$ cat src/design/dh_pkg.sv
// dh link package: widths, fixed-point constants, latencies and register map
package dh_pkg;

	// data words, 27-bit two's complement with 8 fraction bits
	localparam int WORD_W = 27;
	localparam int FRAC_W = 8;
	localparam int FIX_ONE = 256;
	// apb data bus
	localparam int DATA_W = 32;

	// angles in 1/1024 turn
	localparam int ANGLE_W = 10;
	localparam int QUAD_W = 8;

	// first quadrant polynomial, f(v) = v * (c1 - c3 * v^2)
	localparam int SIN_C1 = 402;
	localparam int SIN_C3 = 146;

	// pipeline latencies
	localparam int MUL_LAT = 2;
	localparam int SINCOS_LAT = 6;

	// products and result words
	localparam int N_PROD = 6;
	localparam int N_RES = 11;
	localparam int CNT_W = 4;

	// register map
	localparam int ADDR_W = 8;
	localparam logic [ADDR_W-1:0] REG_CTRL = 8'h00;
	localparam logic [ADDR_W-1:0] REG_STATUS = 8'h04;
	localparam logic [ADDR_W-1:0] REG_THETA = 8'h08;
	localparam logic [ADDR_W-1:0] REG_ALPHA = 8'h0C;
	localparam logic [ADDR_W-1:0] REG_A = 8'h10;
	localparam logic [ADDR_W-1:0] REG_D = 8'h14;
	// t00 t01 t02 t03 t10 t11 t12 t13 t21 t22 t23
	localparam logic [ADDR_W-1:0] REG_T_BASE = 8'h20;

endpackage
$ cat src/design/dh_sequencer.sv
// link sequencer fsm, steers angle issue, product issue and completion
`timescale 1ns/1ns

module dh_sequencer (
	input  logic                       i_clk,
	input  logic                       i_arst_n,
	input  logic                       i_start,
	input  logic                       i_expired,
	input  logic [dh_pkg::CNT_W-1:0]   i_index,
	input  logic                       i_alpha_ready,
	output logic                       o_sc_valid,
	output logic                       o_sc_sel_alpha,
	output logic                       o_load,
	output logic [dh_pkg::CNT_W-1:0]   o_load_val,
	output logic                       o_prod_valid,
	output logic                       o_busy,
	output logic                       o_done
);

	localparam int CW = dh_pkg::CNT_W;

	typedef enum logic [2:0] {
		IDLE,
		ISSUE_THETA,
		ISSUE_ALPHA,
		WAIT_ANGLES,
		PRODUCTS,
		DRAIN
	} state_t;

	state_t state_q;
	state_t state_d;
	logic last_prod;

	assign last_prod = (i_index == CW'(dh_pkg::N_PROD - 1));

	always_comb begin
		state_d = state_q;
		o_load = 1'b0;
		o_load_val = '0;
		case (state_q)
			IDLE: begin
				if (i_start) begin
					state_d = ISSUE_THETA;
				end
			end
			ISSUE_THETA: begin
				state_d = ISSUE_ALPHA;
			end
			ISSUE_ALPHA: begin
				state_d = WAIT_ANGLES;
			end
			WAIT_ANGLES: begin
				// timer index becomes product number
				if (i_alpha_ready) begin
					o_load = 1'b1;
					o_load_val = CW'(dh_pkg::N_PROD - 1);
					state_d = PRODUCTS;
				end
			end
			PRODUCTS: begin
				// let the last products leave the multiplier
				if (last_prod) begin
					o_load = 1'b1;
					o_load_val = CW'(dh_pkg::MUL_LAT - 1);
					state_d = DRAIN;
				end
			end
			DRAIN: begin
				if (i_expired) begin
					state_d = IDLE;
				end
			end
			default: begin
				state_d = IDLE;
			end
		endcase
	end

	always_ff @(posedge i_clk or negedge i_arst_n) begin
		if (!i_arst_n) begin
			state_q <= IDLE;
		end else begin
			state_q <= state_d;
		end
	end

	assign o_sc_valid = (state_q == ISSUE_THETA) || (state_q == ISSUE_ALPHA);
	assign o_sc_sel_alpha = (state_q == ISSUE_ALPHA);
	assign o_prod_valid = (state_q == PRODUCTS);
	assign o_busy = (state_q != IDLE);
	// last drain cycle, registered as done by the register block
	assign o_done = (state_q == DRAIN) && i_expired;

endmodule

$ cat config.mk
export PLATFORM = sky130hd
export DESIGN_NAME = dh_sequencer
export DESIGN_NICKNAME = d
export VERILOG_FILES = /design/src/design/dh_pkg.sv /design/src/design/dh_sequencer.sv
export SDC_FILE = /design/constraint.sdc
export NUM_CORES = 1
export LEC_CHECK = 0
export BUFFER_PORTS_ARGS = -buffer_cell sky130_fd_sc_hd__buf_4
export CAP_MARGIN = 20
export CORE_AREA = 3 3 40 42
export DETAILED_ROUTE_END_ITERATION = 12
export DIE_AREA = 0 0 43 45
export PLACE_DENSITY = 0.47
export SETUP_SLACK_MARGIN = 0.15
export SYNTH_ARGS = -nofsm -noshare
export SYNTH_HDL_FRONTEND = slang
export SYNTH_SLANG_ARGS = --single-unit
$ cat constraint.sdc
create_clock -name i_clk -period 2 [get_ports i_clk]
set_clock_uncertainty 0.05 [all_clocks]
set_input_delay 0.1 -clock i_clk [delete_from_list [all_inputs] [get_ports i_clk]]
set_output_delay 0.1 -clock i_clk [all_outputs]
set_load 0.05 [all_outputs]
==> results.md <==
- Hpwl dp: between 400 and 500 um
- Slew Limit Fails: 0
- Final setup violation count: 0
- Layout cells sized above 1: between 40% and 50%
- Grt met3 use: 2.79%
- Regs by FF count: state_q (3)
- CTS tree: built
- Cell area power density: 2000 mW/mm^2
- Logic gate share of total power: approximately 66%
- Average vias per placed instance: roughly 4.2
- Number of global-route vias before repair: around 270
- Core box area: around 0.0013 mm^2
- Largest net degree at the start of global routing: 13
- CP Data Required Time: between 1500 and 2000 ps
- Top reg by flops: state_q
- Switch Pwr: 0.000479 W
- Delay of the slowest critical-path stage: 570 ps
- Post-DP Area: 384 um^2
- Sequential area share after synthesis: 27.9%
- Clk slew on worst S/H paths: roughly 40 ps
- Max Fanout on Critical Path: 12
- Fmax: 0.635 GHz
- DR WL/cell: 9.91 um
- Total GRT Usage: under 10%
- Clock power share: 12.7%
- Main synth FF type: dfrtp_1
- Total gr overflow: 0
- Worst R2R Start: state_q[0]
- Synth Register Bits: 3
- Initial antenna violation count: 0
- Die area: ~0.0019 mm^2
- First-pass GRT wire length: approximately 1100 um
- Die Y: 45 um
- Worst flop-to-flop path endpoint: state_q[0]
- Status: completed
- TNS Setup: 0 ps
- Hold path startpoint: i_alpha_ready
- P_leak: around 0.21 nW
- Design internal power: between 0.0003 and 0.0004 W
- Die Wd: 43 um
- CP Class: reg -> out
- Minimum clock period: between 1500 and 2000 ps
- Met2 Usage GRT: a little over a tenth
- I/O Buffers: 16
- Drt pass-1 iters: 2
- Final instance area: between 400 and 500 um^2
- Sw Ratio: a little under three fifths
- Setup WS pre-CTS: 672 ps
- Starting Density: between 20% and 30%
- Syn avg cell area: 8.41 um^2
- Routed wire length: ~630 um
- Largest register FFs: 3
- Number of synthesized flops with an enable pin: 0
- Cell variety after synth: 21
- Non-filler cells, final: 64
- Iter 0 DRT Violations: 2
- Root buffer cell: clkbuf_4
- Sequential power share: 21.5%
- Synth Warn #: 0
- Mapped Cells: 32
- Mapped cell area: ~270 um^2
- Clock sink total: 3
- IR drop worst, VDD: between 0.0008 and 0.0009 V
- Hold Path Cell Cnt: 2
- H-tree depth: 1
- Commonest non-fill, non-tap cell in the layout: buf_4
- Unrepaired setup endpoints after global routing: false
- I/O pin cnt: 19
- CP Launch Type: flip-flop
- Clock Latency Late Sink: approximately 230 ps
- Hold Path Class: in -> reg
- FP Rows: 13
- Max Cap Viol: 0
- GRT busiest layer: met2
- Final Hold Vio Count: 0
- Hold slack final: 32.9 ps
- CTS buffer count: 3
- Final net count: 59
- Area growth, synth to finish: 56.3%
- Most frequent cells in the layout: 16 x buf_4, 5 x nor2_1, 3 x clkbuf_4, 3 x dfrtp_1
- Post-CTS Setup Inserts: 0
- Tcrit/Tclk final: between 70% and 80%
- WP data arrival: approximately 1400 ps
- Critical-path cell list: nand4b_1, o31ai_4, buf_4
- Placed cells: 59
- CP max stage cell: dfrtp_1
- Antenna diodes: 0
- R2r setup slk: just under 800 ps
- Final worst slack: 425 ps
- Worst Reg-to-Reg Cells: 2
- Async SR Flop Fraction: 100%
- RePlAce Congestion: about 0.7
- Met1 usage: under 10%
- Worst hold path endpoint: state_q[1]
- CTS Buffer Depth: 2
- Post-DRT Antenna Nets: 0
- Drc violations: 0
- Worst Setup End Kind: output port
- Vias: around 270
final cells by class:
class	instances	area [um^2]
multi-input cells	23	163
inverters	2	7.51
repair buffers	17	130
clock buffers	4	26.3
flip-flops and latches	3	75.1
well taps	15	18.8
fillers	148	865
Yosys cell counts, drive strengths merged (2+ instances only):
library cell | instances | area, um^2
dfrtp | 3 | 75.1
buf | 5 | 41.3
nor2 | 5 | 18.8
inv | 2 | 7.51
o21ai | 2 | 10.0
worst max path at each step:
stage | end | startpoint | slack (ps)
final | o_load | state_q[0] | 420
after global routing | o_load | state_q[0] | 310
after CTS | o_load | state_q[0] | 410
after detailed placement | o_load | state_q[0] | 670
after global placement | o_load_val[0] | state_q[0] | 690
after floorplan | o_sc_sel_alpha | state_q[0] | 230
power by group through the flow:
| stage | combinational (W) | sequential (W) | clock (W) |
|---|---|---|---|
| finish | 0.000553 | 0.000180 | 0.000106 |
| global route | 0.000585 | 0.000195 | 0.000123 |
| CTS | 0.000558 | 0.000178 | 0.000112 |
| detailed placement | 0.000555 | 0.000179 | 0 |
| global placement | 0.000558 | 0.000181 | 0 |
| floorplan | 0.000505 | 0.000122 | 0 |
worst max-delay path: cells and delay by family, from the launching register on:
kind                   cells  cell delay [ps]
AOI/OAI and AO/OA          1              120
buffers and inverters      1              230
and+or+nand+nor            1              270
DFF                        1              570
kinds of logic (layout without fill, tap and decap cells):
kind of cell    after synthesis  in the layout  share of synthesized area, %
simple gates                 14             14                          34.4
buf+inv                       7             23                          18.1
other cells                   1              2                          1.39
xor+xnor                      1              1                          3.26
flops                         3              3                          27.9
compound gates                6              6                          14.9
per-stage QoR:
stage          util (%)  power, W
2_1_floorplan         -  0.000627
3_3_place_gp       29.9  0.000739
3_5_place_dp       29.9  0.000733
4_1_cts            32.7  0.000849
5_1_grt            32.7  0.000902
6_report           32.7  0.000840
metal layers:
layer	wire [um]	vias up	part of all wire (%)
met5	0	-	0
met2	273	12	43
met1	288	118	45
li1	-	139	-
met3	53	2	8.4
met4	19	0	3.0
repair_timing:
action / CTS / global route
resized for setup: 0 / 0
hold buffers: 1 / 0
endpoints found under the hold margin: 3 / 0
(Power assumes the default switching activity.)
