<file path="src/design/dh_pkg.sv">
// dh link package: widths, fixed-point constants, latencies and register map
package dh_pkg;

	// data words, 27-bit two's complement with 8 fraction bits
	localparam int WORD_W = 27;
	localparam int FRAC_W = 8;
	localparam int FIX_ONE = 256;
	// apb data bus
	localparam int DATA_W = 32;

	// angles in 1/1024 turn
	localparam int ANGLE_W = 10;
	localparam int QUAD_W = 8;

	// first quadrant polynomial, f(v) = v * (c1 - c3 * v^2)
	localparam int SIN_C1 = 402;
	localparam int SIN_C3 = 146;

	// pipeline latencies
	localparam int MUL_LAT = 2;
	localparam int SINCOS_LAT = 6;

	// products and result words
	localparam int N_PROD = 6;
	localparam int N_RES = 11;
	localparam int CNT_W = 4;

	// register map
	localparam int ADDR_W = 8;
	localparam logic [ADDR_W-1:0] REG_CTRL = 8'h00;
	localparam logic [ADDR_W-1:0] REG_STATUS = 8'h04;
	localparam logic [ADDR_W-1:0] REG_THETA = 8'h08;
	localparam logic [ADDR_W-1:0] REG_ALPHA = 8'h0C;
	localparam logic [ADDR_W-1:0] REG_A = 8'h10;
	localparam logic [ADDR_W-1:0] REG_D = 8'h14;
	// t00 t01 t02 t03 t10 t11 t12 t13 t21 t22 t23
	localparam logic [ADDR_W-1:0] REG_T_BASE = 8'h20;

endpackage
</file>
<file path="src/design/dh_product_unit.sv">
// operand select and shared multiplier for the six matrix products
`timescale 1ns/1ns

module dh_product_unit (
	input  logic                              i_clk,
	input  logic                              i_arst_n,
	input  logic                              i_valid,
	input  logic        [dh_pkg::CNT_W-1:0]   i_index,
	input  logic signed [dh_pkg::WORD_W-1:0]  i_a,
	input  logic signed [dh_pkg::WORD_W-1:0]  i_sin_theta,
	input  logic signed [dh_pkg::WORD_W-1:0]  i_cos_theta,
	input  logic signed [dh_pkg::WORD_W-1:0]  i_sin_alpha,
	input  logic signed [dh_pkg::WORD_W-1:0]  i_cos_alpha,
	input  logic                              i_theta_ready,
	input  logic                              i_alpha_ready,
	output logic                              o_valid,
	output logic        [dh_pkg::CNT_W-1:0]   o_index,
	output logic signed [dh_pkg::WORD_W-1:0]  o_p
);

	localparam int W = dh_pkg::WORD_W;
	localparam int LAT = dh_pkg::MUL_LAT;

	logic signed [W-1:0] st_q, ct_q, sa_q, ca_q;
	logic signed [W-1:0] op_a, op_b;
	logic [LAT-1:0] valid_d;
	logic [dh_pkg::CNT_W-1:0] index_d [0:LAT-1];

	// angle values captured as they leave the sincos pipe
	always_ff @(posedge i_clk) begin
		if (i_theta_ready) begin
			st_q <= i_sin_theta;
			ct_q <= i_cos_theta;
		end
		if (i_alpha_ready) begin
			sa_q <= i_sin_alpha;
			ca_q <= i_cos_alpha;
		end
	end

	// t01 t02 t03 t11 t12 t13
	always_comb begin
		case (i_index)
			4'd0: begin op_a = -st_q; op_b = ca_q; end
			4'd1: begin op_a = st_q; op_b = sa_q; end
			4'd2: begin op_a = i_a; op_b = ct_q; end
			4'd3: begin op_a = ct_q; op_b = ca_q; end
			4'd4: begin op_a = -ct_q; op_b = sa_q; end
			default: begin op_a = i_a; op_b = st_q; end
		endcase
	end

	dh_mult_round prod_mult (.i_clk(i_clk), .i_arst_n(i_arst_n),
		.i_a(op_a), .i_b(op_b), .o_p(o_p));

	// index and valid ride alongside the multiplier
	always_ff @(posedge i_clk or negedge i_arst_n) begin
		if (!i_arst_n) begin
			valid_d <= '0;
			for (int i = 0; i < LAT; i++) begin
				index_d[i] <= '0;
			end
		end else begin
			valid_d <= {valid_d[LAT-2:0], i_valid};
			index_d[0] <= i_index;
			for (int i = 1; i < LAT; i++) begin
				index_d[i] <= index_d[i-1];
			end
		end
	end

	assign o_valid = valid_d[LAT-1];
	assign o_index = index_d[LAT-1];

endmodule

</file>
<file path="src/design/dh_mult_round.sv">
// two-stage signed multiplier, product rounded back to 8 fraction bits
`timescale 1ns/1ns

module dh_mult_round (
	input  logic                              i_clk,
	input  logic                              i_arst_n,
	input  logic signed [dh_pkg::WORD_W-1:0]  i_a,
	input  logic signed [dh_pkg::WORD_W-1:0]  i_b,
	output logic signed [dh_pkg::WORD_W-1:0]  o_p
);

	localparam int W = dh_pkg::WORD_W;
	localparam int F = dh_pkg::FRAC_W;

	// full width product
	logic signed [2*W-1:0] prod_q;

	// stage 1
	always_ff @(posedge i_clk or negedge i_arst_n) begin
		if (!i_arst_n) begin
			prod_q <= '0;
		end else begin
			prod_q <= i_a * i_b;
		end
	end

	// stage 2, drop fraction bits
	// round half up on the top dropped bit, wrap past 27 bits
	always_ff @(posedge i_clk or negedge i_arst_n) begin
		if (!i_arst_n) begin
			o_p <= '0;
		end else begin
			o_p <= prod_q[W+F-1:F] + W'(prod_q[F-1]);
		end
	end

endmodule

</file>
<file path="config.mk">
export PLATFORM = sky130hd
export DESIGN_NAME = dh_product_unit
export DESIGN_NICKNAME = d
export VERILOG_FILES = /design/src/design/dh_pkg.sv /design/src/design/dh_product_unit.sv /design/src/design/dh_mult_round.sv
export SDC_FILE = /design/constraint.sdc
export NUM_CORES = 2
export LEC_CHECK = 0
export ABC_AREA = 1
export BUFFER_PORTS_ARGS = -buffer_cell sky130_fd_sc_hd__buf_4
export CAP_MARGIN = 20
export CORE_MARGIN = 1
export CORE_UTILIZATION = 50
export DETAILED_ROUTE_END_ITERATION = 10
export PLACE_DENSITY = 0.68
export SLEW_MARGIN = 40
export SYNTH_ARGS = -nofsm -noshare
export SYNTH_HDL_FRONTEND = slang
export SYNTH_SLANG_ARGS = --single-unit
</file>
<file path="constraint.sdc">
create_clock -name i_clk -period 9.35 [get_ports i_clk]
set_clock_uncertainty 0.2 [all_clocks]
set_input_delay 0.935 -clock i_clk [delete_from_list [all_inputs] [get_ports i_clk]]
set_output_delay 0.935 -clock i_clk [all_outputs]
set_load 0.01 [all_outputs]
</file>
==> flow_summary_export.csv <==
group,metric,value,unit
critical_path,reg2reg_depth,31,
synth,synth_edf_count,108,
global_routing,antenna_found_initial,0,
die,die_h,231,µm
synth,ys.flop_type,"edfxtp_1",
synth,synth_top_cell_by_area,"fa_1",
synth,yosys-top-cells-area,"fa_1 36%, edfxtp_1 12%, inv_1 10%",
critical_path,cp_top_family,"adder cells",
sta,setup_tns,0,ns
cells_and_area,final_area,29900,µm²
die,core_area,51500,µm²
sta,period_share,0.924,
cells_and_area,syn_to_final_growth,14.0,%
critical_path,crit_arrival,8.80,ns
critical_path,max_stage_delay,0.53,ns
clocking,root_buffer,"clkbuf_16",
cells_and_area,fin_nets,4174,
synth,async_flop_share,0.376,
clocking,cts_max_level,4,
synth,avgSynthCellArea,8.30,µm²
die,die_w,231,µm
critical_path,crit_required,9.51,ns
clocking,numCtsBuffers,17,
critical_path,startpoint_type,"register",
clocking,holdBufCountCts,0,
placement,io_buffer_count,175,
worst_hold_path,min_from,"index_d[7]",
drt,first_iter_violations,1818,
placement,placed_cell_area,29200,µm²
critical_path,rr_startpoint,"ct_q[4]",
critical_path,end_kind,"register",
synth,netlist_area,26200,µm²
global_routing,grt_overflow_total,0,
clocking,clk_pin_slew,0.08,ns
critical_path,r2r_setup_slack,0.71,ns
critical_path,cp_max_fo,13,
global_routing,grt_pass1_vias,24100,
cells_and_area,diodes,0,
synth,syn-num-nets,3903,
synth,synth_cell_types,57,
clocking,cts_resized,0,
critical_path,cp.buffers_inverters,6,
synth,synth_common_cells,"728 x inv_1, 613 x nand2_1, 471 x fa_1",
run,cap_violations,0,
worst_hold_path,holdCritPathClass,"reg -> reg",
die,io_pins,176,
clocking,clk_latency,0.48,ns
die,core.rowCount,83,
sta,hold_viol,0,
clocking,cts_setup_buffers,0,
synth,yosysTopAreaCellShare,0.360,
sta,max_slew_margin,0.525,
synth,ys_warn_count,0,
global_routing,grtUsageTotal,0.334,
placement,place_hpwl,71.7,mm
cells_and_area,drive_gt1_frac,0.132,
critical_path,worstReg2RegEnd,"prod_mult.prod_q[32]",
drt,vias_per_cell,5.46,
sta,period_minus_slack,8.64,ns
synth,ys_ff_latch,173,
placement,gp_congestion,1.03,
synth,seq_area_frac_synth,0.186,
clocking,clockBufferDepth,2,
die,dieArea,53300,µm²
critical_path,crit_top_cell,"fa_1",
drt,vias,22500,
sta,tightest_slew,0.711,ns
sta,slew_viol_final,0,
global_routing,grt_max_degree,66,
critical_path,cp_slowest_cell,"nor2_2",
run_status,outcome,"complete, no violations",
sta,rsz0062_at_grt,"no",
clocking,cts_tree,"built",
clocking,cts_num_sinks,173,
worst_hold_path,min_to,"o_index[3]",
drt,drtAntennaViolNets,0,
drt,dr.pass1.iters,6,
drt,drt_wl_total,85.8,mm
worst_hold_path,whs_path_depth,0,
global_routing,grt_pass1_wl,133,mm
synth,synthCells,3155,
cells_and_area,utilization,0.580,
critical_path,critPathKind,"reg -> reg",
drt,wire_per_inst,20.8,µm
drt,drc,0,
sta,max_freq,116,MHz
sta,setup_viol,0,
synth,yosysMostFrequentCell,"inv_1",
die,start_util,0.508,
==> per-stage QoR <==
| step | std cells | hold slack, ns | setup WS (ns) |
|---|---|---|---|
| after floorplan | 3155 | 0.131 | 1.47 |
| after global placement | 4087 | 0.133 | 0.578 |
| after detailed placement | 4087 | 0.135 | 0.489 |
| after CTS | 4119 | 0.153 | 0.873 |
| after global routing | 4119 | 0.157 | 0.339 |
| final | 4119 | 0.153 | 0.715 |
==> area by class of cell <==
class,instances,area (µm²)
timing repair buffer,343,2620
clock inverter,15,188
sequential,173,4870
multi-input combinational,2145,18100
fill,4676,21600
tap,680,851
clock buffer,17,425
inverter,746,2800
==> layer usage <==
layer | part of all wire | track usage | up-vias
met5 | 0 | 0 | -
met1 | 0.36 | 0.387 | 11000
met4 | 0.061 | 0.186 | 0
met2 | 0.48 | 0.570 | 1225
li1 | - | - | 9940
met3 | 0.095 | 0.0758 | 284
==> cells in the final DEF, fill, tap and decap left out, types with 19 or more instances in the layout <==
cell type,Yosys,layout
inv_1,728,728
or2_2,26,26
o21ai_0,52,51
edfxtp_1,108,108
nand2_1,613,613
nand4_1,29,29
xor2_1,39,39
fa_1,471,471
a21oi_1,64,64
dfrtp_1,65,65
xnor2_1,19,19
nor2_1,432,432
nand3_1,148,148
ha_1,133,133
buf_4,7,339
nor3_1,19,19
==> worst max-delay path by stage <==
stage,from,end,cells after the start
2_1_floorplan,i_index[1],prod_mult.prod_q[34],40
3_3_place_gp,i_index[1],prod_mult.prod_q[31],32
3_5_place_dp,i_index[1],prod_mult.prod_q[32],32
4_1_cts,ct_q[4],prod_mult.prod_q[32],31
5_1_grt,ct_q[4],prod_mult.prod_q[31],33
6_report,ct_q[4],prod_mult.prod_q[32],31
==> cells by family after synthesis <==
group	synth area share
AO/OA/AOI/OAI	0.0388
buffers and inverters	0.122
flip-flops	0.186
adder cells (fa/ha/maj)	0.424
XOR/XNOR	0.0194
AND/OR/NAND/NOR	0.210
==> registers in the layout, summed over array words and instances (netlist names) <==
name / flops
ca_q: 27
ct_q: 27
index_d: 4
o_index: 4
prod_mult.o_p: 27
prod_mult.prod_q: 28
sa_q: 27
st_q: 27
valid_d: 2
Power is not shown: default switching activity piles up to over one toggle a cycle in this logic, so the estimate is an artifact.
