<file path="src/design/dh_pkg.sv">
// dh link package: widths, fixed-point constants, latencies and register map
package dh_pkg;

	// data words, 27-bit two's complement with 8 fraction bits
	localparam int WORD_W = 27;
	localparam int FRAC_W = 8;
	localparam int FIX_ONE = 256;
	// apb data bus
	localparam int DATA_W = 32;

	// angles in 1/1024 turn
	localparam int ANGLE_W = 10;
	localparam int QUAD_W = 8;

	// first quadrant polynomial, f(v) = v * (c1 - c3 * v^2)
	localparam int SIN_C1 = 402;
	localparam int SIN_C3 = 146;

	// pipeline latencies
	localparam int MUL_LAT = 2;
	localparam int SINCOS_LAT = 6;

	// products and result words
	localparam int N_PROD = 6;
	localparam int N_RES = 11;
	localparam int CNT_W = 4;

	// register map
	localparam int ADDR_W = 8;
	localparam logic [ADDR_W-1:0] REG_CTRL = 8'h00;
	localparam logic [ADDR_W-1:0] REG_STATUS = 8'h04;
	localparam logic [ADDR_W-1:0] REG_THETA = 8'h08;
	localparam logic [ADDR_W-1:0] REG_ALPHA = 8'h0C;
	localparam logic [ADDR_W-1:0] REG_A = 8'h10;
	localparam logic [ADDR_W-1:0] REG_D = 8'h14;
	// t00 t01 t02 t03 t10 t11 t12 t13 t21 t22 t23
	localparam logic [ADDR_W-1:0] REG_T_BASE = 8'h20;

endpackage
</file>
<file path="src/design/dh_apb_regs.sv">
// apb3 slave with link parameters, result matrix, status and interrupt
`timescale 1ns/1ns

module dh_apb_regs (
	input  logic                              i_clk,
	input  logic                              i_arst_n,
	input  logic                              i_psel,
	input  logic                              i_penable,
	input  logic                              i_pwrite,
	input  logic        [dh_pkg::ADDR_W-1:0]  i_paddr,
	input  logic        [dh_pkg::DATA_W-1:0]  i_pwdata,
	output logic        [dh_pkg::DATA_W-1:0]  o_prdata,
	output logic                              o_pready,
	output logic                              o_pslverr,
	input  logic                              i_busy,
	input  logic                              i_done,
	input  logic                              i_prod_valid,
	input  logic        [dh_pkg::CNT_W-1:0]   i_prod_index,
	input  logic signed [dh_pkg::WORD_W-1:0]  i_prod,
	input  logic signed [dh_pkg::WORD_W-1:0]  i_sin_theta,
	input  logic signed [dh_pkg::WORD_W-1:0]  i_cos_theta,
	input  logic signed [dh_pkg::WORD_W-1:0]  i_sin_alpha,
	input  logic signed [dh_pkg::WORD_W-1:0]  i_cos_alpha,
	output logic                              o_start,
	output logic        [dh_pkg::WORD_W-1:0]  o_theta,
	output logic        [dh_pkg::WORD_W-1:0]  o_alpha,
	output logic        [dh_pkg::WORD_W-1:0]  o_a,
	output logic        [dh_pkg::WORD_W-1:0]  o_d,
	output logic                              o_irq
);

	localparam int W = dh_pkg::WORD_W;
	localparam int DW = dh_pkg::DATA_W;
	localparam int AW = dh_pkg::ADDR_W;
	localparam int NR = dh_pkg::N_RES;

	logic access, wr;
	logic sel_ctrl, sel_status, sel_param, sel_res;
	logic [AW-1:0] res_off;
	logic [3:0] res_idx;
	logic [3:0] prod_slot;
	logic done_q;
	logic [W-1:0] res_q [0:NR-1];
	logic [W-1:0] rd_word;

	assign access = i_psel & i_penable;
	assign wr = access & i_pwrite;

	// address decode, word aligned only
	assign res_off = i_paddr - dh_pkg::REG_T_BASE;
	assign res_idx = res_off[5:2];
	assign sel_ctrl = (i_paddr == dh_pkg::REG_CTRL);
	assign sel_status = (i_paddr == dh_pkg::REG_STATUS);
	assign sel_param = (i_paddr == dh_pkg::REG_THETA) || (i_paddr == dh_pkg::REG_ALPHA) ||
		(i_paddr == dh_pkg::REG_A) || (i_paddr == dh_pkg::REG_D);
	assign sel_res = (i_paddr >= dh_pkg::REG_T_BASE) && (res_off[1:0] == 2'b00) &&
		(res_off < AW'(4 * NR));

	// unmapped, read-only, or busy parameter write
	assign o_pslverr = access & (~(sel_ctrl | sel_status | sel_param | sel_res) |
		(i_pwrite & (sel_status | sel_res)) |
		(i_pwrite & i_busy & (sel_ctrl | sel_param)));
	assign o_pready = 1'b1;

	assign o_start = wr & sel_ctrl & ~i_busy & i_pwdata[0];

	always_ff @(posedge i_clk or negedge i_arst_n) begin
		if (!i_arst_n) begin
			o_theta <= '0;
			o_alpha <= '0;
			o_a <= '0;
			o_d <= '0;
		end else if (wr & ~i_busy) begin
			case (i_paddr)
				dh_pkg::REG_THETA: o_theta <= i_pwdata[W-1:0];
				dh_pkg::REG_ALPHA: o_alpha <= i_pwdata[W-1:0];
				dh_pkg::REG_A: o_a <= i_pwdata[W-1:0];
				dh_pkg::REG_D: o_d <= i_pwdata[W-1:0];
				default: ;
			endcase
		end
	end

	// products 0..2 go to t01..t03, 3..5 to t11..t13
	assign prod_slot = (i_prod_index < 4'd3) ? i_prod_index + 4'd1 : i_prod_index + 4'd2;

	always_ff @(posedge i_clk or negedge i_arst_n) begin
		if (!i_arst_n) begin
			for (int i = 0; i < NR; i++) begin
				res_q[i] <= '0;
			end
		end else begin
			if (i_prod_valid) begin
				res_q[prod_slot] <= i_prod;
			end
			// angle terms and d at completion
			if (i_done) begin
				res_q[0] <= i_cos_theta;
				res_q[4] <= i_sin_theta;
				res_q[8] <= i_sin_alpha;
				res_q[9] <= i_cos_alpha;
				res_q[10] <= o_d;
			end
		end
	end

	// done set at completion, cleared by the next start
	always_ff @(posedge i_clk or negedge i_arst_n) begin
		if (!i_arst_n) begin
			done_q <= 1'b0;
		end else if (i_done) begin
			done_q <= 1'b1;
		end else if (o_start) begin
			done_q <= 1'b0;
		end
	end

	assign o_irq = done_q;

	// read mux
	always_comb begin
		rd_word = '0;
		case (i_paddr)
			dh_pkg::REG_STATUS: rd_word = W'({done_q, i_busy});
			dh_pkg::REG_THETA: rd_word = o_theta;
			dh_pkg::REG_ALPHA: rd_word = o_alpha;
			dh_pkg::REG_A: rd_word = o_a;
			dh_pkg::REG_D: rd_word = o_d;
			default: rd_word = sel_res ? res_q[res_idx] : '0;
		endcase
	end

	// sign extend to the bus, status bits are non-negative
	assign o_prdata = (access & ~i_pwrite) ? {{(DW-W){rd_word[W-1]}}, rd_word} : '0;

endmodule

</file>
<file path="config.mk">
export PLATFORM = sky130hd
export DESIGN_NAME = dh_apb_regs
export DESIGN_NICKNAME = d
export VERILOG_FILES = /design/src/design/dh_pkg.sv /design/src/design/dh_apb_regs.sv
export SDC_FILE = /design/constraint.sdc
export NUM_CORES = 1
export LEC_CHECK = 0
export ABC_AREA = 0
export ABC_CLOCK_PERIOD_IN_PS = 4000
export BUFFER_PORTS_ARGS = -buffer_cell sky130_fd_sc_hd__buf_2
export CAP_MARGIN = 10
export CORE_ASPECT_RATIO = 0.5
export CORE_UTILIZATION = 53
export DETAILED_ROUTE_END_ITERATION = 10
export GPL_TIMING_DRIVEN = 0
export PLACE_DENSITY = 0.83
export SLEW_MARGIN = 20
export SYNTH_ARGS = -nofsm -noshare
export SYNTH_HDL_FRONTEND = slang
export SYNTH_SLANG_ARGS = --single-unit
</file>
<file path="constraint.sdc">
create_clock -name i_clk -period 4 [get_ports i_clk]
set_clock_uncertainty 0.15 [all_clocks]
set_input_delay 0.6 -clock i_clk [delete_from_list [all_inputs] [get_ports i_clk]]
set_output_delay 0.6 -clock i_clk [all_outputs]
set_load 0.005 [all_outputs]
</file>
==> qor.yml <==
worst_setup_path_end_kind: "output port"
power_density_nw_per_um2: 448
clock_latency_ns: 0.56
synth_commonest_cells: "406 x dfrtp_1, 263 x mux2_2, 170 x o21ai_0"
hpwl_mm: 51.7
min_period_over_period_pct: 98.6
p_clk_share_pct: 34.3
fmax_ghz: 0.254
cts_num_sinks: 406
slew_headroom_pct: 33.8
synth_fp_nets: 1974
syn_avg_cell_area_um2: 11.6
htreeDepth: 2
coreArea_um2: 37800
gp_congestion: 0.972
fin_crit_ns: 3.94
tightest_slew_ns: 0.993
ioPinCount: 331
totalPowerFinal_mw: 10.9
antenna_found_initial: 7
numPortBuffers: 321
die_w_um: 281
p_switching_mw: 3.04
groute.usage.overall_pct: 35.5
synth_ff_type: "dfrtp_1"
first_iter_violations: 2342
critical_path_class: "primary input to output port"
final_nets: 2341
synth_top_area_cell: "dfrtp_1"
drc: 0
first_pass_iters: 6
die_h_um: 141
status: "finished clean"
ys_warn_count: 0
clockBufferDepth: 3
cpPeakStageDelay_ns: 0.46
clock-root-buffer: "clkbuf_16"
slowest_stage: "clkbuf_1"
synth_edf_count: 0
grt_pass1_wl_mm: 106
setup_viol: 0
synthDistinctLibCells: 66
p_leak_nw: 10.9
synth-seq-area-share_pct: 49.3
cts_made_buffers: 39
async_flop_share_pct: 100
wirelength_mm: 70.9
finalHoldViolations: 0
ys_ff_latch: 406
rsz0062_at_grt: "false"
grt_pass1_vias: 17209
worstPathRequired_ns: 3.25
clkTransAtPathRegs_ns: 0.06
num_rows: 50
areaGrowthSynthToFinish_pct: 18.0
crit_top_cell: "buf_2"
layout-drive-gt1-share_pct: 36.2
synth.most_common_cell: "dfrtp_1"
peakVddDrop_uv: 287
final_util_pct: 64.2
comb_power_share_pct: 18.3
cap_violations: 0
start_util_pct: 54.5
avgViaCountPerCell: 6.43
p_int_mw: 7.84
crit_chain: "buf_2 -> buf_2 -> clkbuf_4 -> clkbuf_4 -> clkbuf_1 -> nand2_1 -> o41ai_1 -> a222oi_1 -> nor2_1 -> a221o_1 -> buf_2"
startpoint_type: "primary input"
p_seq_share_pct: 47.4
syn-instance-count: 1784
crit_arrival_ns: 3.19
dieArea_um2: 39700
hold_class: "primary input to flop"
tritoncts: "done"
netlist_area_um2: 20600
yosys.area.top_type_share_pct: 49.3
synth_area_leaders: "dfrtp_1 49%, mux2_2 14%, mux4_2 5.5%"
fin_tns_setup_ns: 0
netSwitchingFraction_pct: 27.9
finalMaxSlewViolations: 0
grt_max_degree: 101
routed-via-count: 17338
ant_nets: 0
routedWlPerCell_um: 26.3
critical_path.max_fanout: 10
grt_overflow: 0
-- worst max-delay path: cells and delay by family --
kind	cells	cell delay [ns]
buffers and inverters	6	1.72
AND/OR/NAND/NOR	2	0.37
AO/OA/AOI/OAI	3	0.47
-- placed cells by master (no fill, tap or decap), drive strengths merged, types with 4 or more instances in the layout --
cell	instances
or2	4
nand2b	7
o41ai	24
mux4	50
mux2	272
nand2	143
clkinv	5
a21oi	67
a222oi	24
o21ai	192
clkbuf	178
inv	31
a22oi	27
nor3	7
nor2b	63
nor4b	4
a31oi	82
mux2i	89
dfrtp	406
a221o	24
buf	388
nor2	38
-- logic make-up after synthesis --
kind of cell	synth area share (%)
compound gates	14.0
mux	24.6
flops	49.3
simple gates	7.07
buf+inv	4.75
fa+ha+maj	0.182
xor+xnor	0.0850
other cells	0.0182
-- layer usage --
layer,global-route usage [%],vias up,wire length (um)
met5,0,-,11
met4,14.5,2,2980
met3,8.89,199,7720
met2,55.1,1087,32400
met1,48.2,8754,27800
li1,-,7296,-
-- layout make-up --
| class | instances | area (um^2) |
|---|---|---|
| Multi-Input combinational cell | 1162 | 9520 |
| Inverter | 30 | 113 |
| Timing Repair Buffer | 326 | 1740 |
| Clock inverter | 9 | 124 |
| Buffer | 186 | 887 |
| Fill cell | 2879 | 13500 |
| Clock buffer | 55 | 1120 |
| Sequential cell | 406 | 10200 |
| Tap cell | 520 | 651 |
| Antenna cell | 3 | 7.51 |
-- state kept, by name (all words and copies together) (netlist names) --
register	cells
o_a	27
res_q	297
o_theta	27
o_d	27
o_alpha	27
o_irq	1
-- worst paths after layout --
path,start,to,slack (ns),depth (start not counted)
worst max-delay path,i_paddr[3],o_prdata[22],0.06,11
max in group asynchronous,i_arst_n,o_a[20],2.00,4
worst max register to register,o_d[6],o_d[6],2.93,2
worst min register to register,res_q[262],res_q[262],0.34,1
min in group asynchronous,i_arst_n,res_q[111],0.42,2
worst min-delay path,i_sin_theta[15],res_q[177],0.09,3
-- stage by stage --
step	cell area [um^2]	worst slack, ns	cells	hold slack [ns]
after floorplan	20600	0.723	1784	0.154
after global placement	22900	-5.81	2625	0.317
after detailed placement	23000	-0.223	2629	0.325
after CTS	24300	0.0106	2694	0.0896
after global routing	24300	0.00894	2697	0.107
final	24300	0.0558	2697	0.0928
-- power by group through the flow --
stage / sequential [mW] / clock [mW] / combinational [mW]
finish: 5.16 / 3.73 / 1.99
global route: 5.21 / 3.89 / 2.11
CTS: 5.13 / 3.71 / 1.95
detailed placement: 5.19 / 0 / 1.92
global placement: 5.14 / 0 / 1.83
floorplan: 5.06 / 0 / 1.29
-- timing repair --
action | 4_1_cts | 5_1_grt
setup buffers | 0 | 0
hold endpoints to repair | 50 | 0
hold buffers | 1 | 0
endpoints found under the setup margin | 27 | 28
resized for setup | 5 | 17
No activity file was read; power rests on OpenSTA's default activity.
