--- src/design/dh_pkg.sv ---
// dh link package: widths, fixed-point constants, latencies and register map
package dh_pkg;

	// data words, 27-bit two's complement with 8 fraction bits
	localparam int WORD_W = 27;
	localparam int FRAC_W = 8;
	localparam int FIX_ONE = 256;
	// apb data bus
	localparam int DATA_W = 32;

	// angles in 1/1024 turn
	localparam int ANGLE_W = 10;
	localparam int QUAD_W = 8;

	// first quadrant polynomial, f(v) = v * (c1 - c3 * v^2)
	localparam int SIN_C1 = 402;
	localparam int SIN_C3 = 146;

	// pipeline latencies
	localparam int MUL_LAT = 2;
	localparam int SINCOS_LAT = 6;

	// products and result words
	localparam int N_PROD = 6;
	localparam int N_RES = 11;
	localparam int CNT_W = 4;

	// register map
	localparam int ADDR_W = 8;
	localparam logic [ADDR_W-1:0] REG_CTRL = 8'h00;
	localparam logic [ADDR_W-1:0] REG_STATUS = 8'h04;
	localparam logic [ADDR_W-1:0] REG_THETA = 8'h08;
	localparam logic [ADDR_W-1:0] REG_ALPHA = 8'h0C;
	localparam logic [ADDR_W-1:0] REG_A = 8'h10;
	localparam logic [ADDR_W-1:0] REG_D = 8'h14;
	// t00 t01 t02 t03 t10 t11 t12 t13 t21 t22 t23
	localparam logic [ADDR_W-1:0] REG_T_BASE = 8'h20;

endpackage
--- src/design/dh_sincos.sv ---
// pipelined sine and cosine, quadrant folding around a cubic polynomial
`timescale 1ns/1ns

module dh_sincos (
	input  logic                              i_clk,
	input  logic                              i_arst_n,
	input  logic                              i_valid,
	input  logic                              i_sel_alpha,
	input  logic        [dh_pkg::WORD_W-1:0]  i_angle,
	output logic signed [dh_pkg::WORD_W-1:0]  o_sin_theta,
	output logic signed [dh_pkg::WORD_W-1:0]  o_cos_theta,
	output logic signed [dh_pkg::WORD_W-1:0]  o_sin_alpha,
	output logic signed [dh_pkg::WORD_W-1:0]  o_cos_alpha,
	output logic                              o_theta_ready,
	output logic                              o_alpha_ready
);

	localparam int W = dh_pkg::WORD_W;
	localparam int LAT = dh_pkg::SINCOS_LAT;
	localparam int VD = 2 * dh_pkg::MUL_LAT;
	localparam logic signed [W-1:0] C1 = W'(dh_pkg::SIN_C1);
	localparam logic signed [W-1:0] C3 = W'(dh_pkg::SIN_C3);

	logic [1:0] quad;
	logic [dh_pkg::QUAD_W-1:0] u;
	logic [dh_pkg::QUAD_W:0] u_rev;
	// chain 0 is sine, chain 1 is cosine
	logic signed [W-1:0] v_in [0:1];
	logic signed [W-1:0] v_d [0:1][0:VD-1];
	logic signed [W-1:0] f [0:1];
	// side band travelling with the data
	logic [1:0] quad_d [0:LAT-1];
	logic [LAT-1:0] tag_d;
	logic [LAT-1:0] valid_d;
	logic signed [W-1:0] sin_new;
	logic signed [W-1:0] cos_new;
	logic signed [W-1:0] sin_t_q, cos_t_q, sin_a_q, cos_a_q;

	assign quad = i_angle[dh_pkg::ANGLE_W-1 -: 2];
	assign u = i_angle[dh_pkg::QUAD_W-1:0];
	assign u_rev = (dh_pkg::QUAD_W+1)'(dh_pkg::FIX_ONE) - {1'b0, u};

	// odd quadrants swap the two positions
	assign v_in[0] = quad[0] ? W'(u_rev) : W'(u);
	assign v_in[1] = quad[0] ? W'(u) : W'(u_rev);

	for (genvar ch = 0; ch < 2; ch++) begin : g_chain
		logic signed [W-1:0] sq;
		logic signed [W-1:0] cub;
		logic signed [W-1:0] diff;

		// v squared
		dh_mult_round sq_mult (.i_clk(i_clk), .i_arst_n(i_arst_n),
			.i_a(v_in[ch]), .i_b(v_in[ch]), .o_p(sq));
		// c3 * v^2
		dh_mult_round c3_mult (.i_clk(i_clk), .i_arst_n(i_arst_n),
			.i_a(sq), .i_b(C3), .o_p(cub));
		assign diff = C1 - cub;
		// times v, delayed to line up
		dh_mult_round v_mult (.i_clk(i_clk), .i_arst_n(i_arst_n),
			.i_a(diff), .i_b(v_d[ch][VD-1]), .o_p(f[ch]));

		always_ff @(posedge i_clk) begin
			v_d[ch][0] <= v_in[ch];
			for (int i = 1; i < VD; i++) begin
				v_d[ch][i] <= v_d[ch][i-1];
			end
		end
	end

	always_ff @(posedge i_clk or negedge i_arst_n) begin
		if (!i_arst_n) begin
			valid_d <= '0;
			tag_d <= '0;
			for (int i = 0; i < LAT; i++) begin
				quad_d[i] <= '0;
			end
		end else begin
			valid_d <= {valid_d[LAT-2:0], i_valid};
			tag_d <= {tag_d[LAT-2:0], i_sel_alpha};
			quad_d[0] <= quad;
			for (int i = 1; i < LAT; i++) begin
				quad_d[i] <= quad_d[i-1];
			end
		end
	end

	// sine negative in quadrants 2 and 3, cosine in 1 and 2
	assign sin_new = quad_d[LAT-1][1] ? -f[0] : f[0];
	assign cos_new = (quad_d[LAT-1][1] ^ quad_d[LAT-1][0]) ? -f[1] : f[1];

	assign o_theta_ready = valid_d[LAT-1] & ~tag_d[LAT-1];
	assign o_alpha_ready = valid_d[LAT-1] & tag_d[LAT-1];

	// hold the last result of each angle
	always_ff @(posedge i_clk or negedge i_arst_n) begin
		if (!i_arst_n) begin
			sin_t_q <= '0;
			cos_t_q <= '0;
			sin_a_q <= '0;
			cos_a_q <= '0;
		end else if (o_theta_ready) begin
			sin_t_q <= sin_new;
			cos_t_q <= cos_new;
		end else if (o_alpha_ready) begin
			sin_a_q <= sin_new;
			cos_a_q <= cos_new;
		end
	end

	// fresh value bypasses the hold on the capture cycle
	assign o_sin_theta = o_theta_ready ? sin_new : sin_t_q;
	assign o_cos_theta = o_theta_ready ? cos_new : cos_t_q;
	assign o_sin_alpha = o_alpha_ready ? sin_new : sin_a_q;
	assign o_cos_alpha = o_alpha_ready ? cos_new : cos_a_q;

endmodule

--- src/design/dh_mult_round.sv ---
// two-stage signed multiplier, product rounded back to 8 fraction bits
`timescale 1ns/1ns

module dh_mult_round (
	input  logic                              i_clk,
	input  logic                              i_arst_n,
	input  logic signed [dh_pkg::WORD_W-1:0]  i_a,
	input  logic signed [dh_pkg::WORD_W-1:0]  i_b,
	output logic signed [dh_pkg::WORD_W-1:0]  o_p
);

	localparam int W = dh_pkg::WORD_W;
	localparam int F = dh_pkg::FRAC_W;

	// full width product
	logic signed [2*W-1:0] prod_q;

	// stage 1
	always_ff @(posedge i_clk or negedge i_arst_n) begin
		if (!i_arst_n) begin
			prod_q <= '0;
		end else begin
			prod_q <= i_a * i_b;
		end
	end

	// stage 2, drop fraction bits
	// round half up on the top dropped bit, wrap past 27 bits
	always_ff @(posedge i_clk or negedge i_arst_n) begin
		if (!i_arst_n) begin
			o_p <= '0;
		end else begin
			o_p <= prod_q[W+F-1:F] + W'(prod_q[F-1]);
		end
	end

endmodule

--- config.mk ---
export PLATFORM = sky130hd
export DESIGN_NAME = dh_sincos
export DESIGN_NICKNAME = d
export VERILOG_FILES = /design/src/design/dh_pkg.sv /design/src/design/dh_sincos.sv /design/src/design/dh_mult_round.sv
export SDC_FILE = /design/constraint.sdc
export NUM_CORES = 1
export LEC_CHECK = 0
export ABC_AREA = 1
export BUFFER_PORTS_ARGS = -buffer_cell sky130_fd_sc_hd__buf_4
export CAP_MARGIN = 20
export CORE_UTILIZATION = 45
export CTS_CLUSTER_SIZE = 28
export DETAILED_ROUTE_END_ITERATION = 8
export PLACE_DENSITY = 0.6
export REMOVE_ABC_BUFFERS = 1
export SLEW_MARGIN = 20
export SYNTH_ARGS = -nofsm -noshare
export SYNTH_HDL_FRONTEND = slang
export SYNTH_SLANG_ARGS = --single-unit
--- constraint.sdc ---
create_clock -name i_clk -period 7.8 [get_ports i_clk]
set_input_delay 1.56 -clock i_clk [delete_from_list [all_inputs] [get_ports i_clk]]
set_output_delay 1.56 -clock i_clk [all_outputs]
set_load 0.02 [all_outputs]
==> flow_metrics.py <==
metrics = {
    "run_status": {
        "status": "finished, final reports clean",
    },
    "clocking": {
        "clkTransAtPathRegs_ns": 0.06,
        "cts-htree-levels": 2,
        "insertion_delay_ns": 0.58,
        "cts_root_buf": "clkbuf_16",
        "clock-sinks": 402,
        "postCtsSetupRepairBufs": 0,
        "cts_resized": 0,
        "ctsHoldBuffers": 0,
        "cts_tree": "yes",
        "cts_max_path_buffers": 3,
        "cts_inserted_buffers": 44,
    },
    "placement": {
        "post-dp-hpwl_um": 67500,
        "port_buffers": 123,
        "gp_congestion": 0.931,
    },
    "logic_synthesis": {
        "avgSynthCellArea_um2": 8.40,
        "synth_compound_area_share_pct": 6.15,
        "ys_ff_latch": 402,
        "synth_top_family_by_area": "adder cells",
        "async_reset_ff_share_pct": 83.1,
        "synth_fa_ha_area_share_pct": 34.4,
        "ys_types": 63,
        "synthFlopType": "dfrtp_1",
        "yosysWarnings": 0,
        "netlist_area_um2": 37900,
        "synthCells": 4515,
        "synth-simple-area-share_pct": 16.5,
        "synth.area.mux_share_pct": 0,
        "yosys.area_share.xor_xnor_pct": 5.33,
        "synth_edf_count": 0,
        "ys_seq_area_share_pct": 25.6,
    },
    "layout": {
        "syn_to_final_growth_pct": 9.73,
        "regArea_um2": 9720,
        "multi_input_area_um2": 23700,
        "drive_gt1_share_pct": 6.79,
        "num-fill-cells": 8091,
        "fin_nets": 5450,
        "n_antenna_cell": 0,
    },
    "global_routing": {
        "grt_max_degree": 140,
        "antenna_found_initial": 1,
        "grt_pass1_vias": 27900,
        "grt_pass1_wl_um": 137000,
        "grt_usage_pct": 19.5,
        "gr-total-overflow": 0,
    },
    "route": {
        "vias_per_cell": 4.77,
        "routed_wirelength_um": 80500,
        "wl_per_cell_um": 14.0,
        "first_pass_iters": 6,
        "antenna_left": 0,
        "drt_iter0_drc": 1260,
        "num_vias": 27500,
        "route.detailed.drc": 0,
    },
    "worst_setup_path": {
        "critPathRequiredTime_ns": 8.28,
        "endpoint_kind": "flip-flop",
        "start_kind": "flip-flop",
        "cpMostUsedCell": "inv_1",
        "cp_max_fo": 15,
        "cp.arrival_ns": 7.56,
        "slowest_stage": "fa_1",
        "critPathBufInv": 6,
        "worstSetupPathType": "flip-flop to flip-flop",
        "max_stage_delay_ns": 0.58,
        "cp_top_family": "adder cells",
    },
    "sta": {
        "hold_ws_ns": 0.299,
        "worst-slew-pin-transition_ns": 1.05,
        "maxSlewViolCount": 0,
        "finalSetupViolCount": 0,
        "rsz0062_at_grt": "false",
        "fin_tns_setup_ns": 0,
        "clock_skew_ns": 0.0296,
        "finalCritPeriodShare_pct": 90.7,
        "fmaxAchievable_ghz": 0.141,
        "relSlewSlack_pct": 29.9,
        "period_needed_ns": 7.08,
        "hold_violations": 0,
    },
    "die": {
        "ios": 141,
        "die_h_um": 292,
        "row_count": 106,
        "core_um2": 83600,
        "dieArea_um2": 85500,
        "die_w_um": 292,
        "start_util_pct": 45.4,
    },
    "hold_path": {
        "holdCritPathClass": "flip-flop to flip-flop",
    },
    "job": {
        "maxCapViolations": 0,
    },
}
final timing paths:
check | depth (start not counted) | startpoint | to | slack (ns)
worst max-delay path | 27 | g_chain[0].c3_mult.o_p[0] | g_chain[0].v_mult.prod_q[27] | 0.72
worst min-delay path | 0 | v_d[0][31] | v_d[0][4] | 0.30
worst max register to register | 27 | g_chain[0].c3_mult.o_p[0] | g_chain[0].v_mult.prod_q[27] | 0.72
worst min register to register | 0 | v_d[0][31] | v_d[0][4] | 0.30
max in group asynchronous | 2 | i_arst_n | g_chain[0].v_mult.o_p[19] | 5.54
min in group asynchronous | 1 | i_arst_n | cos_a_q[5] | 0.97
cell usage after synthesis (8+ instances only):
master	number	share of area, %
xnor2_1	61	1.4
a21oi_1	119	1.6
inv_2	11	0.11
inv_1	1108	11
o21ai_0	185	2.4
o31ai_1	8	0.16
nor4_1	10	0.16
dfrtp_1	334	22
nand3_2	10	0.26
a31oi_1	17	0.28
dfxtp_1	68	3.6
nand2_1	727	7.2
o21ai_1	8	0.11
nor2_4	8	0.24
nand4_1	27	0.45
xor2_1	168	3.9
a21o_1	11	0.22
fa_1	438	23
ha_1	343	11
o21ai_2	13	0.30
nand2_2	14	0.23
nor2_1	486	4.8
o21bai_1	13	0.26
nor3_1	37	0.49
buf_2	10	0.13
clkbuf_1	56	0.55
nand3_1	137	1.8
placed cells by master (no fill, tap or decap), types with 11 or more instances in the layout:
cell,instances
buf_4,143
clkbuf_16,45
dfrtp_1,334
a31oi_1,17
o21ai_2,13
xnor2_1,61
nand2_2,15
nor2_1,485
o21ai_0,185
xor2_1,168
o21bai_1,13
nand4_1,27
nand3_1,137
inv_1,1107
nor3_1,37
dfxtp_1,68
inv_2,12
nand2_1,725
a21o_1,11
fa_1,438
a21oi_1,119
ha_1,343
kinds of logic after synthesis:
kind of cell | count (synthesis)
and+or+nand+nor | 1495
DFF | 402
adders and majority gates | 781
xor gates and xnor gates | 230
AOI/OAI and AO/OA | 408
buffers and inverters | 1197
other | 2
flip-flops by register name, summed over array words and instances, names as in the netlist:
register	flops
cos_t_q	27
valid_d	6
g_chain.v_mult.prod_q	56
tag_d	6
g_chain.c3_mult.o_p	24
g_chain.sq_mult.o_p	22
quad_d	12
v_d	68
cos_a_q	27
sin_t_q	27
g_chain.v_mult.o_p	54
g_chain.c3_mult.prod_q	24
g_chain.sq_mult.prod_q	22
sin_a_q	27
layout make-up:
| cell class | instances | area share, % |
|---|---|---|
| multi-input cells | 2924 | 57.0 |
| flip-flops and latches | 402 | 23.3 |
| inverters | 1121 | 10.1 |
| well taps | 1080 | 3.25 |
| clock buffers | 58 | 3.01 |
| repair buffers | 145 | 2.66 |
| clock inverters | 22 | 0.652 |
metal layers:
layer / wire, µm / vias up / track usage [%]
met2: 37900 / 519 / 33.2
li1: - / 13800 / -
met5: 0 / - / 0
met1: 37100 / 13000 / 26.2
met4: 1720 / 0 / 4.92
met3: 3680 / 113 / 2.72
metrics by stage:
step | std cells | utilization (%) | worst slack [ns] | cell area [µm²]
2_1_floorplan | 4447 | - | 1.42 | 37600
3_3_place_gp | 5672 | 48.0 | 0.690 | 40100
3_5_place_dp | 5672 | 48.0 | 0.643 | 40100
4_1_cts | 5752 | 49.8 | 0.607 | 41600
5_1_grt | 5752 | 49.8 | 0.196 | 41600
6_report | 5752 | 49.8 | 0.725 | 41600
worst reg2reg max path, stage by stage (launching register included):
cell and delay, ns:
dfrtp_1 0.51, ha_1 0.27, nor2_1 0.18, nand2_1 0.10
nor2_1 0.18, nand2_1 0.22, nand2_2 0.33, buf_4 0.25
nor2_1 0.07, fa_1 0.58, inv_1 0.08, fa_1 0.50
fa_1 0.54, inv_1 0.06, ha_1 0.29, ha_1 0.29
inv_1 0.06, fa_1 0.53, inv_1 0.04, ha_1 0.37
nand2_1 0.09, nor2_1 0.13, inv_1 0.07, nor3_1 0.55
nand3_1 0.17, nand3_1 0.23, a21oi_1 0.11, xnor2_1 0.19
Power is left out: the tool's default activity adds up to more than one toggle a clock period on the data nets, which glitch-free logic cannot reach.
